`src/mem_macros.svh`:
```
`ifndef MEM_MACROS_SVH
`define MEM_MACROS_SVH

// on-chip memory size in bytes.
`define MEM_BYTES 1024

// bus address width.
`define MEM_ADDR_W 32

// cycles from address acceptance to response valid.
`define MEM_LATENCY 2

`endif

```
`src/mem_pkg.sv`:
```
package mem_pkg;

  // access width of a load, store or fetch.
  typedef enum logic [1:0] {
    size_byte = 2'd0,
    size_half = 2'd1,
    size_word = 2'd2
  } access_size_e;

  // response code on the read data and write response channels.
  typedef enum logic [1:0] {
    resp_okay   = 2'b00,
    resp_slverr = 2'b10
  } bus_resp_e;

  // strobe pattern for lane zero, indexed by access size.
  localparam logic [3:0] wstrb_lut [0:3] = '{
    4'b0001,  // byte.
    4'b0011,  // half.
    4'b1111,  // word.
    4'b0000   // unused code.
  };

endpackage

```
`src/bus_if.sv`:
```
`timescale 1ns/1ps
`include "mem_macros.svh"

interface bus_if;
  import mem_pkg::*;

  logic [`MEM_ADDR_W-1:0] araddr;
  access_size_e           arsize;
  logic                   arvalid;
  logic                   arready;

  logic [31:0]            rdata;
  bus_resp_e              rresp;
  logic                   rvalid;
  logic                   rready;

  logic [`MEM_ADDR_W-1:0] awaddr;
  access_size_e           awsize;
  logic                   awvalid;
  logic                   awready;

  logic [31:0]            wdata;
  logic [3:0]             wstrb;
  logic                   wvalid;
  logic                   wready;

  bus_resp_e              bresp;
  logic                   bvalid;
  logic                   bready;

  modport master (
    output araddr, arsize, arvalid, rready,
    output awaddr, awsize, awvalid, wdata, wstrb, wvalid, bready,
    input  arready, rdata, rresp, rvalid, awready, wready, bresp, bvalid
  );

  modport slave (
    input  araddr, arsize, arvalid, rready,
    input  awaddr, awsize, awvalid, wdata, wstrb, wvalid, bready,
    output arready, rdata, rresp, rvalid, awready, wready, bresp, bvalid
  );

  modport monitor (
    input araddr, arsize, arvalid, arready, rdata, rresp, rvalid, rready,
    input awaddr, awsize, awvalid, awready, wdata, wstrb, wvalid, wready,
    input bresp, bvalid, bready
  );

endinterface

```
`src/fetch_unit.sv`:
```
`timescale 1ns/1ps

module fetch_unit (
  input  logic        clock,
  input  logic        reset,
  input  logic        fetch_valid,
  output logic        fetch_ready,
  input  logic [31:0] fetch_pc,
  output logic        fetch_rsp_valid,
  input  logic        fetch_rsp_ready,
  output logic [31:0] fetch_insn,
  output logic        fetch_fault,
  bus_if.master       bus
);
  import mem_pkg::*;

  typedef enum logic [1:0] {
    st_idle,
    st_busy,
    st_respond
  } fetch_state_e;

  fetch_state_e state_q;
  logic         arvalid_q;
  logic [31:0]  pc_q;
  logic         accept;
  logic         rd_done;

  assign accept  = fetch_valid & fetch_ready;
  assign rd_done = bus.rvalid & bus.rready;

  always_ff @(posedge clock) begin
    if (reset) begin
      state_q   <= st_idle;
      arvalid_q <= 1'b0;
    end else begin
      case (state_q)
        st_idle: begin
          if (accept) begin
            state_q   <= st_busy;
            arvalid_q <= 1'b1;
          end
        end
        st_busy: begin
          if (arvalid_q && bus.arready) begin
            arvalid_q <= 1'b0;
          end
          if (rd_done) begin
            state_q <= st_respond;
          end
        end
        default: begin
          if (fetch_rsp_ready) begin
            state_q <= st_idle;  // result taken.
          end
        end
      endcase
    end
  end

  always_ff @(posedge clock) begin
    if (accept) begin
      pc_q <= {fetch_pc[31:2], 2'b00};
    end
    if (rd_done) begin
      fetch_insn  <= bus.rdata;
      fetch_fault <= (bus.rresp != resp_okay);
    end
  end

  assign fetch_ready     = (state_q == st_idle);
  assign fetch_rsp_valid = (state_q == st_respond);

  assign bus.araddr  = pc_q;
  assign bus.arsize  = size_word;
  assign bus.arvalid = arvalid_q;
  assign bus.rready  = (state_q == st_busy);

  // read-only master.
  assign bus.awaddr  = '0;
  assign bus.awsize  = size_word;
  assign bus.awvalid = 1'b0;
  assign bus.wdata   = '0;
  assign bus.wstrb   = '0;
  assign bus.wvalid  = 1'b0;
  assign bus.bready  = 1'b0;

endmodule

```
`src/flat_wrapper.sv`:
```
// flat-port wrapper written by rule: the top's interface ports become plain ports
module fetch_unit_flat import mem_pkg::*;
  (clock, reset, fetch_valid, fetch_ready, fetch_pc, fetch_rsp_valid, fetch_rsp_ready, fetch_insn, fetch_fault, bus_araddr, bus_arsize, bus_arvalid, bus_rready, bus_awaddr, bus_awsize, bus_awvalid, bus_wdata, bus_wstrb, bus_wvalid, bus_bready, bus_arready, bus_rdata, bus_rresp, bus_rvalid, bus_awready, bus_wready, bus_bresp, bus_bvalid);
  bus_if bus_i ();
  input  logic clock;
  input  logic reset;
  input  logic fetch_valid;
  output logic fetch_ready;
  input  logic [31:0] fetch_pc;
  output logic fetch_rsp_valid;
  input  logic fetch_rsp_ready;
  output logic [31:0] fetch_insn;
  output logic fetch_fault;
  output wire logic [$bits(bus_i.araddr)-1:0] bus_araddr;
  output wire logic [$bits(bus_i.arsize)-1:0] bus_arsize;
  output wire logic [$bits(bus_i.arvalid)-1:0] bus_arvalid;
  output wire logic [$bits(bus_i.rready)-1:0] bus_rready;
  output wire logic [$bits(bus_i.awaddr)-1:0] bus_awaddr;
  output wire logic [$bits(bus_i.awsize)-1:0] bus_awsize;
  output wire logic [$bits(bus_i.awvalid)-1:0] bus_awvalid;
  output wire logic [$bits(bus_i.wdata)-1:0] bus_wdata;
  output wire logic [$bits(bus_i.wstrb)-1:0] bus_wstrb;
  output wire logic [$bits(bus_i.wvalid)-1:0] bus_wvalid;
  output wire logic [$bits(bus_i.bready)-1:0] bus_bready;
  input wire logic [$bits(bus_i.arready)-1:0] bus_arready;
  input wire logic [$bits(bus_i.rdata)-1:0] bus_rdata;
  input wire logic [$bits(bus_i.rresp)-1:0] bus_rresp;
  input wire logic [$bits(bus_i.rvalid)-1:0] bus_rvalid;
  input wire logic [$bits(bus_i.awready)-1:0] bus_awready;
  input wire logic [$bits(bus_i.wready)-1:0] bus_wready;
  input wire logic [$bits(bus_i.bresp)-1:0] bus_bresp;
  input wire logic [$bits(bus_i.bvalid)-1:0] bus_bvalid;
  assign bus_araddr = bus_i.araddr;
  assign bus_arsize = bus_i.arsize;
  assign bus_arvalid = bus_i.arvalid;
  assign bus_rready = bus_i.rready;
  assign bus_awaddr = bus_i.awaddr;
  assign bus_awsize = bus_i.awsize;
  assign bus_awvalid = bus_i.awvalid;
  assign bus_wdata = bus_i.wdata;
  assign bus_wstrb = bus_i.wstrb;
  assign bus_wvalid = bus_i.wvalid;
  assign bus_bready = bus_i.bready;
  assign bus_i.arready = bus_arready;
  assign bus_i.rdata = bus_rdata;
  assign bus_i.rresp = bus_rresp;
  assign bus_i.rvalid = bus_rvalid;
  assign bus_i.awready = bus_awready;
  assign bus_i.wready = bus_wready;
  assign bus_i.bresp = bus_bresp;
  assign bus_i.bvalid = bus_bvalid;
  fetch_unit u_core (.clock(clock), .reset(reset), .fetch_valid(fetch_valid), .fetch_ready(fetch_ready), .fetch_pc(fetch_pc), .fetch_rsp_valid(fetch_rsp_valid), .fetch_rsp_ready(fetch_rsp_ready), .fetch_insn(fetch_insn), .fetch_fault(fetch_fault), .bus(bus_i));
endmodule
```
`config.mk`:
```
export PLATFORM = sky130hd
export DESIGN_NAME = fetch_unit_flat
export DESIGN_NICKNAME = d
export VERILOG_FILES = /design/src/mem_pkg.sv /design/src/bus_if.sv /design/src/fetch_unit.sv /design/src/flat_wrapper.sv
export VERILOG_INCLUDE_DIRS = /design/src
export SDC_FILE = /design/constraint.sdc
export NUM_CORES = 1
export LEC_CHECK = 0
export BUFFER_PORTS_ARGS = -buffer_cell sky130_fd_sc_hd__buf_2
export CORE_ASPECT_RATIO = 0.8
export CORE_MARGIN = 8
export CORE_UTILIZATION = 35
export DETAILED_ROUTE_END_ITERATION = 6
export PLACE_DENSITY = 0.81
export SETUP_SLACK_MARGIN = 0.02
export SKIP_LAST_GASP = 1
export SYNTH_ARGS = -nofsm -noshare
export SYNTH_HDL_FRONTEND = slang
export SYNTH_SLANG_ARGS = --single-unit
export TNS_END_PERCENT = 10
```
`constraint.sdc`:
```
create_clock -name clock -period 1.52 [get_ports clock]
set_input_delay 0.228 -clock clock [delete_from_list [all_inputs] [get_ports clock]]
set_output_delay 0.228 -clock clock [all_outputs]
set_load 0.02 [all_outputs]
```
Word level (Yosys, flattened, before mapping):

Cells that the tools add are included.

* memories kept: 0
* register bits after elaboration: 66
* word-level logic and storage cells: 26
* output and inout bits: 144
* memory bits (writable): 0
* ROM bits: 0
* bits in latches: 0
* input port bits: 77

* equal/unequal tests: 5
* magnitude comparators: 0
* multiplexer cells: 7
* add/subtract/negate cells: 0
* reduce and logical (&&, ||, !) cells: 7
* divide/modulo/power cells: 0
* shift operators: 0
* multiply operators: 0
* bitwise operators: 2

Operator list (count)
* $mux W2: 3
* $ne A2 B2 Y1 const B: 3
* $reduce_and A3 Y1: 2
* $pmux W2 S2: 1
* $reduce_bool A2 Y1: 2
* $reduce_bool A3 Y1: 1
* $and A1 B1 Y1: 2
* $eq A2 B1 Y1 const B: 1
* $eq A2 B2 Y1 const B: 1
* $logic_not A2 Y1: 1
* $mux W1: 2
* $pmux W1 S2: 1
* $logic_and A1 B1 Y1: 1

Logic depth before layout (Yosys ltp):

Gate-level depths: netlist (run 1).

* depth after elaboration: 4
* depth in mapped cells: 2
* depth with buffers taken out: 2

Worst setup path before layout (run 1):

No wires, ideal clock.

* kind: register to register
* from: register u_core.state_q[1]
* to: register u_core.pc_q[10] (netlist: u_core.bus.araddr[10]) (enable)
* setup slack: -0.368 ns
* path buffers: 0
* stages on the path, launching flop included: 3
* data arrival time: 1.498 ns
* required time: 1.130 ns
* setup time: 0.390 ns
* cells stage by stage: dfxtp_1 nor2_1 and2_1

* word-level cells in the longest chain between the ends: 2

RTL lines
* start: declaration: line fetch_unit.sv:23 `fetch_state_e state_q;`
* start signal: assignment: line fetch_unit.sv:34 `state_q <= st_idle;`
* start signal: assignment: line fetch_unit.sv:40 `state_q <= st_busy;`
* start signal: assignment: line fetch_unit.sv:49 `state_q <= st_respond;`
* $logic_not A2 Y1: line fetch_unit.sv:71 `assign fetch_ready = (state_q == st_idle);`
* net fetch_ready: line flat_wrapper.sv:8 `output logic fetch_ready;`
* $and A1 B1 Y1: line fetch_unit.sv:29 `assign accept = fetch_valid & fetch_ready;`
* net u_core.accept: line fetch_unit.sv:26 `logic accept;`
* end signal: assignment: line fetch_unit.sv:63 `pc_q <= {fetch_pc[31:2], 2'b00};`
* end: declaration: line fetch_unit.sv:25 `logic [31:0] pc_q;`

The timed path passes the listed nets, and every way through them passes these cells.
A chain may end at the register's enable or synchronous reset.

Worst setup path in the final report (run 1):

* from: register u_core.state_q[1]
* to: output port bus_rready

* word-level cells in the longest chain between the ends: 1

RTL lines
* $eq A2 B1 Y1: line fetch_unit.sv:77 `assign bus.rready = (state_q == st_busy);`
* end: declaration: line flat_wrapper.sv:17 `output wire logic [$bits(bus_i.rready)-1:0] bus_rready;`

No other way between the ends.

==> results.tsv, run 1 <==
metric	value	unit
status	finished, final reports clean	
grt total ovfl	0	
row cnt	28	
setup_tns	0	ns
Post-synth ARST share	0	%
min Tclk post-route	1.35	ns
Pint	3.02	mW
Setup Fix Bufs, Post-CTS	0	
reg2reg setup slack	0.24	ns
Worst path slowest cell	dfxtp_1	
yosys warns	0	
Seq pwr share	52.5	%
first-pass GRT wire length	8780	um
Post-route DRC	0	
RD Place Congestion	0.799	
crit-path cells	and2b_1 -> buf_2	
clock sink total	66	
main area contributors after synthesis	edfxtp_1 71%, buf_4 22%, dfxtp_1 2.3%	
CP required	1.29	ns
Root Buffer	clkbuf_8	
most frequent cell after synthesis	buf_4	
Post-Route WL	6290	um
TritonCTS clock tree	built	
syn_area_per_cell	16.2	um2
initial antenna violation count	1	
CP peak stage delay	0.44	ns
R2R Path End	u_core.bus.araddr[12]	
register area share after synthesis	73.3	%
Yosys top cell area share	71.0	%
hold_sp	fetch_pc[2]	
Via Count	1509	
htree depth	3	
switching part of the total	26.1	%
initial core utilization	36.0	%
Die ar.	0.0107	mm2
RSZ-0062 raised after global routing	no	
worst hold path cell count	1	
ratio of cells with drive above 1 in the final layout	49.5	%
ys flop type	edfxtp_1	
Max-cap violations	0	
Distinct cells, synth	19	
clk_lat worst skew	0.32	ns
RR Startpoint	u_core.state_q[1]	
Final Cell Area	0.00339	mm2
synthesized cell area	0.00266	mm2
Crit Path Class	reg2out	
Worst-path clk slew	0.07	ns
maximum resistive drop on vdd	0.408	mV
Worst EP arrival	1.12	ns
Crit path max-delay family	flip-flops	
Hold Buf Count CTS	0	
drt via density	3.59	
Worst Setup End Kind	output port	
Die H	94.0	um
FF-to-FF path depth	2	
Gate power share	14.2	%
Area after DPL	0.00320	mm2
# nets final	387	
Post-synth top cells	77 x buf_4, 63 x edfxtp_1, 3 x dfxtp_1	
DR iter-0 viols	77	
drt wl/cell	15.0	um
Final Hold Fails	0	
EDFF count, synth	63	
post-route ant nets	0	
Die Width	114	um
Ant. Diodes	0	
Place WS	0.236	ns
post-cts gate resize count	0	
Clk pwr share	33.3	%
port buffer count	136	
post-synth top area cell	edfxtp_1	
worst setup margin	0.174	ns
drt pass-1 iters	4	
Pwr Density	1210	mW/mm2
Worst Hold Path EP	u_core.bus.araddr[2]	
period utilization	88.6	%
worst-path fanout max	9	
fmax	743	MHz
sw power	1.06	mW
Crit. Startpoint	u_core.state_q[1]	
clock skew	0.00454	ns
IO Count	221	
dpl cells	404	
vias in the first global route	1711	
core area	0.00739	mm2
final slew viol count	0	
total track usage	11.0	%
largest net degree at the start of global routing	34	
Crit path buffers/inverters	1	
dpl hpwl	5190	um
CP Launch Type	flip-flop	
Finished Layout Cells	420	
flops & latches, synth	66	
endpoints failing setup	0	
Cells after Synth	164	
worst hold path type	in2reg	
area growth from synthesis to layout	27.2	%
cts bufs inserted	9	
Leak	1.56	nW
Max Root-Sink Buffers	2	
Util after Layout	45.8	%
## metrics by stage
step / hold slack, ns / total power, mW
3_3_place_gp: 0.405 / 2.75
3_5_place_dp: 0.406 / 2.76
2_1_floorplan: 0.297 / 2.70
6_report: 0.0747 / 4.09
5_1_grt: 0.0464 / 4.25
4_1_cts: 0.0490 / 4.13
## registers in the layout, summed over array words and instances (netlist names)
| register | cells |
|---|---|
| u_core.fetch_insn | 32 |
| u_core.bus.araddr | 30 |
| u_core.fetch_fault | 1 |
| u_core.bus.arvalid | 1 |
| u_core.state_q | 2 |
## power groups by stage
stage / clock, mW / sequential (mW) / combinational [mW]
final: 1.36 / 2.15 / 0.581
after global placement: 0 / 2.18 / 0.567
after CTS: 1.41 / 2.15 / 0.578
after detailed placement: 0 / 2.19 / 0.577
after global routing: 1.48 / 2.16 / 0.619
after floorplan: 0 / 2.31 / 0.391
## kinds of logic (layout without fill, tap and decap cells)
logic type | count (synthesis) | count (layout) | share of synthesized area [%]
compound gates | 3 | 3 | 1.08
buf+inv | 79 | 155 | 22.0
flops | 66 | 66 | 73.3
other cells | 2 | 77 | 0.282
simple gates | 14 | 14 | 3.38
## area by class of cell
| cell class | instances | area, um2 |
|---|---|---|
| fillers | 663 | 4000 |
| flip-flops and latches | 66 | 1950 |
| repair buffers | 137 | 701 |
| multi-input cells | 94 | 410 |
| clock buffers | 11 | 131 |
| well taps | 105 | 131 |
| clock inverters | 5 | 55.1 |
| inverters | 2 | 7.51 |
## metal layers
layer	part of all wire (%)	global-route usage (%)	wire length (um)	vias to the layer above
met5	0.21	0	13	-
met4	1.1	4.98	70	2
met3	13	5.59	825	8
met2	52	19.8	3250	120
met1	34	10.3	2130	674
li1	-	-	-	705
## placed cells by master (no fill, tap or decap)
cell type	synthesis	final
clkinvlp_4	0	2
nor2b_1	2	2
buf_2	0	136
and3b_1	1	1
clkbuf_8	0	9
or2b_1	1	1
inv_1	2	2
a31o_2	1	1
clkinv_2	0	2
nor4bb_1	1	1
bufinv_16	0	1
nor2_1	2	2
dfxtp_1	3	3
a2111oi_2	1	1
nand2b_1	1	1
a21oi_1	1	1
or2_2	2	2
nand2_1	1	1
and2_4	0	1
conb_1	2	77
and2b_1	1	1
nand3b_1	1	1
edfxtp_1	63	63
clkbuf_1	0	2
buf_12	0	1
## worst max-delay path by stage
stage | to | slack [ns] | cells past startpoint
final | bus_rready | 0.17 | 2
after floorplan | u_core.fetch_fault | -0.05 | 2
after CTS | fetch_rsp_valid | 0.14 | 2
after global placement | u_core.bus.araddr[11] | 0.29 | 2
after detailed placement | u_core.bus.araddr[12] | 0.24 | 2
after global routing | bus_rready | 0.09 | 2
Note: power is estimated with default switching activity, not from simulation.
==> inputs of run 2 (changes only) <==
--- a/config.mk
+++ b/config.mk
@@ -8,7 +8,6 @@
 export LEC_CHECK = 0
 export BUFFER_PORTS_ARGS = -buffer_cell sky130_fd_sc_hd__buf_2
 export CORE_ASPECT_RATIO = 0.8
-export CORE_MARGIN = 8
 export CORE_UTILIZATION = 35
 export DETAILED_ROUTE_END_ITERATION = 6
 export PLACE_DENSITY = 0.81
==> run 2 against run 1 <==
Net effect: power increased by 4.7%; combinational power decreased by 2%; sequential share of layout area decreased by 0.53 points; hold slack got worse by 0.0094 ns; sequential power about the same; utilization increased by 0.42 points; clock power increased by 15%; setup slack got worse by 0.0084 ns; largest cell class unchanged; clock-buffer cell count decreased by 2; via count increased by 2.1%.
==> results.tsv, run 2 (synthesis gave the netlist of run 1 again) <==
metric	value	unit	change
Post-route DRC	0		unchanged
core area	0.00739	mm2	unchanged
Via Count	1541		+2.1%
drt via density	3.67		+2.1%
worst-path fanout max	9		unchanged
max reg flops	32		unchanged
Worst EP arrival	1.13	ns	about the same
Worst Setup End Kind	output port		
IO Count	221		unchanged
TritonCTS clock tree	built		
hold_sp	bus_rdata[31]		
Max Root-Sink Buffers	2		unchanged
Post-Route WL	4890	um	-22%
largest net degree at the start of global routing	34		unchanged
Finished Layout Cells	420		unchanged
Die ar.	0.00797	mm2	-25%
Die Width	99.5	um	-12%
most flop-heavy register	u_core.fetch_insn		
clk_lat worst skew	0.33	ns	about the same
CP peak stage delay	0.44	ns	about the same
Filler cells	675		+1.8%
Die H	80.0	um	-15%
RD Place Congestion	0.690		-14%
top sig layer	met4		
Root Buffer	clkbuf_8		
port buffer count	136		unchanged
total track usage	11.5	%	+0.48 points
reg2reg setup slack	0.22	ns	-0.02 ns
worst hold path type	in2reg		
maximum resistive drop on vdd	0.354	mV	-13%
most common library cell in the layout ignoring fill and taps	buf_2		
DR iter-0 viols	59		-23%
dpl cells	404		unchanged
crit-path cells	and2b_1 -> buf_2		
Worst path slowest cell	dfxtp_1		
Pwr Density	1250	mW/mm2	+3.7%
Worst Hold Path EP	u_core.fetch_insn[31]		
cts bufs inserted	9		unchanged
Crit path max-delay family	flip-flops		
CP Launch Type	flip-flop		
R2R Path End	u_core.bus.araddr[23]		
vias in the first global route	1316		-23%
final slew viol count	0		unchanged
Crit Path Class	reg2out		
htree depth	3		unchanged
min Tclk post-route	1.35	ns	+0.00840 ns
CP required	1.29	ns	about the same
Crit path buffers/inverters	1		unchanged
period utilization	89.1	%	+0.55 points
clock skew	0.00473	ns	+0.000192 ns
drt pass-1 iters	4		unchanged
status	finished, final reports clean		
grt total ovfl	0		unchanged
commonest cells after routing, fill and taps aside	136 x buf_2, 77 x conb_1, 63 x edfxtp_1		
# nets final	387		unchanged
ratio of cells with drive above 1 in the final layout	49.8	%	+0.32 points
drt wl/cell	11.7	um	-22%
post-route ant nets	0		unchanged
RSZ-0062 raised after global routing	no		
Setup Fix Bufs, Post-CTS	0		unchanged
worst setup margin	0.166	ns	-0.00840 ns
RR Startpoint	u_core.state_q[1]		
FF-to-FF path depth	2		unchanged
Place WS	0.220	ns	-0.0160 ns
Hold Buf Count CTS	0		unchanged
Worst-path clk slew	0.07	ns	about the same
Final Hold Fails	0		unchanged
final total power	4.28	mW	+4.7%
fmax	738	MHz	-0.62%
setup_tns	0	ns	unchanged
Max-cap violations	0		unchanged
met2 WL	2660	um	-18%
initial antenna violation count	0		-1
Leak	1.57	nW	+1.1%
dpl hpwl	3810	um	-27%
wire length on met3	554	um	-33%
worst hold path cell count	1		unchanged
first-pass GRT wire length	6480	um	-26%
area growth from synthesis to layout	28.4	%	
post-cts gate resize count	0		unchanged
initial core utilization	36.0	%	unchanged
clock sink total	66		unchanged
endpoints failing setup	0		unchanged
wire length on met1	1620	um	-24%
row cnt	28		unchanged
Ant. Diodes	0		unchanged
-- run 2: cell types whose count changed in the layout (fill, tap and decap cells not counted), sizes merged --
cell	before	now
clkinv	2	4
clkinvlp	2	1
clkbuf	11	9
bufinv	1	2
-- run 2: where the power goes --
group | switching (mW) | leakage [nW] | internal, mW | total (mW)
combinational | 0.416 | 0.854 | 0.152 | 0.568
sequential | 0.0304 | 0.613 | 2.12 | 2.15
clock | 0.643 | 0.107 | 0.919 | 1.56
-- run 2: worst max-delay path by stage --
stage,from,to,slack (ns),depth (start not counted)
detailed placement,u_core.state_q[1],u_core.bus.araddr[8],0.22,2
finish,u_core.state_q[1],bus_rready,0.17,2
global route,u_core.state_q[1],fetch_rsp_valid,0.08,2
global placement,u_core.state_q[1],u_core.bus.araddr[15],0.28,2
CTS,u_core.state_q[1],bus_rready,0.13,2
floorplan,u_core.state_q[1],u_core.fetch_fault,-0.05,2
-- run 2: layer usage --
metal / track usage [%] / vias up
met5: 0 / -
met3: 5.60 / 8
li1: - / 705
met1: 10.2 / 704
met4: 5.74 / 0
met2: 21.6 / 124
-- run 2: through the flow --
| stage | hold WS [ns] | cell area [um2] | util, % |
|---|---|---|---|
| floorplan | 0.297 | 2950 | - |
| CTS | 0.0457 | 3420 | 46.3 |
| detailed placement | 0.406 | 3200 | 43.3 |
| global route | 0.0367 | 3420 | 46.3 |
| global placement | 0.404 | 3200 | 43.3 |
| finish | 0.0653 | 3420 | 46.3 |
-- run 2: final cells by class --
type / count / area (um2) / share of cell area [%]
clock inverter: 7 / 93.8 / 2.74
clock buffer: 9 / 124 / 3.62
tap: 105 / 131 / 3.84
inverter: 2 / 7.51 / 0.220
multi-input combinational: 94 / 410 / 12.0
sequential: 66 / 1950 / 57.1
timing repair buffer: 137 / 701 / 20.5
-- run 2: worst register-to-register path, stage by stage, from the launching register on --
cell and delay, ns:
dfxtp_1 0.37, nor2_1 0.16, and2_4 0.41
==> inputs of run 3 (changes only) <==
--- a/config.mk
+++ b/config.mk
@@ -8,9 +8,10 @@
 export LEC_CHECK = 0
 export BUFFER_PORTS_ARGS = -buffer_cell sky130_fd_sc_hd__buf_2
 export CORE_ASPECT_RATIO = 0.8
-export CORE_UTILIZATION = 35
+export CORE_UTILIZATION = 36
+export CTS_BUF_LIST = sky130_fd_sc_hd__clkbuf_4
 export DETAILED_ROUTE_END_ITERATION = 6
-export PLACE_DENSITY = 0.81
+export PLACE_DENSITY_LB_ADDON = 0.3
 export SETUP_SLACK_MARGIN = 0.02
 export SKIP_LAST_GASP = 1
 export SYNTH_ARGS = -nofsm -noshare
==> run 3 against run 2 <==
Net effect: the run now ends with DRC left; via count increased by 14%; hold slack improved by 0.020 ns; clock power decreased by 15%; critical path depth unchanged; design area increased by 16%; sequential share of layout area decreased by 8.0 points; register-to-register slack about the same; combinational power increased by 23%; maximum frequency decreased by 3.2%; global-route usage increased by 2.5 points; setup slack got worse by 0.045 ns; critical path type unchanged; largest power group unchanged.
==> results.tsv, run 3 (synthesis gave the netlist of run 1 again) <==
metric	value	unit	change
status	complete, but fails checks		
failing checks	DRC		
Ant. Diodes	0		unchanged
multi-input logic area	410	um2	unchanged
area growth from synthesis to layout	49.3	%	
RD Place Congestion	0.682		-1.1%
cts bufs inserted	9		unchanged
max reg flops	32		unchanged
Filler cells	588		-13%
Via Count	1760		+14%
maximum resistive drop on vdd	0.381	mV	+7.8%
worst-path fanout max	9		unchanged
most common library cell in the layout ignoring fill and taps	buf_2		
initial core utilization	37.9	%	+1.9 points
initial antenna violation count	0		unchanged
largest net degree at the start of global routing	34		unchanged
total track usage	14.0	%	+2.5 points
Crit Path Class	reg2out		
drt pass-1 iters	7		+3
worst hold path type	in2reg		
endpoints failing setup	0		unchanged
commonest cells after routing, fill and taps aside	136 x buf_2, 77 x conb_1, 63 x dlygate4sd3_1, 63 x edfxtp_1, 10 x clkbuf_4		
Seq pwr share	51.5	%	+1.3 points
CP required	1.29	ns	about the same
Worst Hold Path EP	u_core.fetch_fault		
fmax	715	MHz	-3.2%
reg2reg setup slack	0.21	ns	about the same
switching part of the total	26.4	%	+0.91 points
period utilization	92.1	%	+3.0 points
Pwr Density	1050	mW/mm2	-16%
RR Startpoint	u_core.state_q[0]		
row cnt	27		-3.6%
Gate power share	16.8	%	+3.5 points
clk_lat worst skew	0.39	ns	+0.06 ns
Finished Layout Cells	465		+11%
CP Launch Type	flip-flop		
Die H	78.9	um	-1.4%
sw power	1.10	mW	+0.75%
Final Hold Fails	0		unchanged
clock sink total	66		unchanged
port buffer count	136		unchanged
R2R Path End	u_core.bus.araddr[19]		
Place WS	0.219	ns	-0.00160 ns
FF-to-FF path depth	2		unchanged
Worst EP arrival	1.17	ns	+0.04 ns
TritonCTS clock tree	built		
min Tclk post-route	1.40	ns	+0.0450 ns
Worst-path clk slew	0.11	ns	+0.04 ns
Clk pwr share	31.6	%	-4.9 points
Max Root-Sink Buffers	2		unchanged
worst hold path cell count	2		+1
Max-cap violations	0		unchanged
Pint	3.06	mW	-3.9%
htree depth	3		unchanged
Die ar.	0.00775	mm2	-2.7%
core area	0.00703	mm2	-4.9%
ratio of cells with drive above 1 in the final layout	42.1	%	-7.8 points
Post-Route WL	5570	um	+14%
dpl hpwl	3580	um	-6.2%
first-pass GRT wire length	7980	um	+23%
Die Width	98.2	um	-1.4%
worst setup margin	0.121	ns	-0.0450 ns
DR iter-0 viols	56		-5.1%
Setup Fix Bufs, Post-CTS	0		unchanged
IO Count	221		unchanged
Root Buffer	clkbuf_4		
drt wl/cell	12.0	um	+2.7%
# nets final	450		+16%
hold_sp	bus_rresp[0]		
most flop-heavy register	u_core.fetch_insn		
drt via density	3.78		+3.2%
final slew viol count	0		unchanged
Worst Setup End Kind	output port		
vias in the first global route	1592		+21%
dpl cells	386		-4.5%
Reg area	0.00195	mm2	about the same
setup_tns	0	ns	unchanged
grt total ovfl	0		unchanged
post-route ant nets	0		unchanged
Leak	1.82	nW	+16%
clock skew	0.0124	ns	+0.00772 ns
Post-route DRC	15		+15
RSZ-0062 raised after global routing	no		
run 3: timing repair:
item	CTS	global route
hold buffers	63	0
endpoints found under the setup margin	0	2
endpoints found under the hold margin	63	0
resized for setup	0	1
run 3: worst max path at each step:
| stage | startpoint | to |
|---|---|---|
| 5_1_grt | u_core.state_q[0] | bus_rready |
| 2_1_floorplan | u_core.state_q[1] | u_core.fetch_fault |
| 3_3_place_gp | u_core.state_q[1] | u_core.bus.araddr[21] |
| 3_5_place_dp | u_core.state_q[0] | u_core.bus.araddr[21] |
| 6_report | u_core.state_q[0] | bus_rready |
| 4_1_cts | u_core.state_q[1] | bus_rready |
run 3: worst max-delay path, stage by stage, from the launching register on:
cell	delay (ns)
dfxtp_1	0.47
and2b_1	0.16
buf_2	0.15
run 3: power by group through the flow:
stage,clock network [mW],registers [mW],logic [mW]
after detailed placement,0,2.19,0.568
after global routing,1.43,2.15,0.743
after floorplan,0,2.31,0.391
after CTS,1.38,2.14,0.699
final,1.32,2.14,0.700
after global placement,0,2.18,0.564
run 3: per-stage QoR:
step | util (%) | power (mW) | hold WS [ns] | instance area, um2
6_report | 56.6 | 4.16 | 0.0856 | 3980
3_5_place_dp | 45.2 | 2.75 | 0.406 | 3180
3_3_place_gp | 45.2 | 2.75 | 0.405 | 3180
5_1_grt | 56.6 | 4.33 | 0.0518 | 3980
2_1_floorplan | - | 2.70 | 0.297 | 2950
4_1_cts | 56.6 | 4.22 | 0.0441 | 3980
run 3: metal layers:
layer  share of wire [%]  GRT usage, %  vias to the layer above
met3                  10          5.55                        2
met1                  37          14.3                      803
met5                   0             0                        -
li1                    -             -                      836
met2                  52          25.7                      119
met4                0.68          5.37                        0
run 3: layout make-up:
class,count,share of cell area (%)
Clock inverter,6,2.30
Sequential cell,66,49.1
Clock buffer,10,1.89
Inverter,2,0.189
Tap cell,87,2.74
Timing Repair Buffer,200,33.5
Multi-Input combinational cell,94,10.3
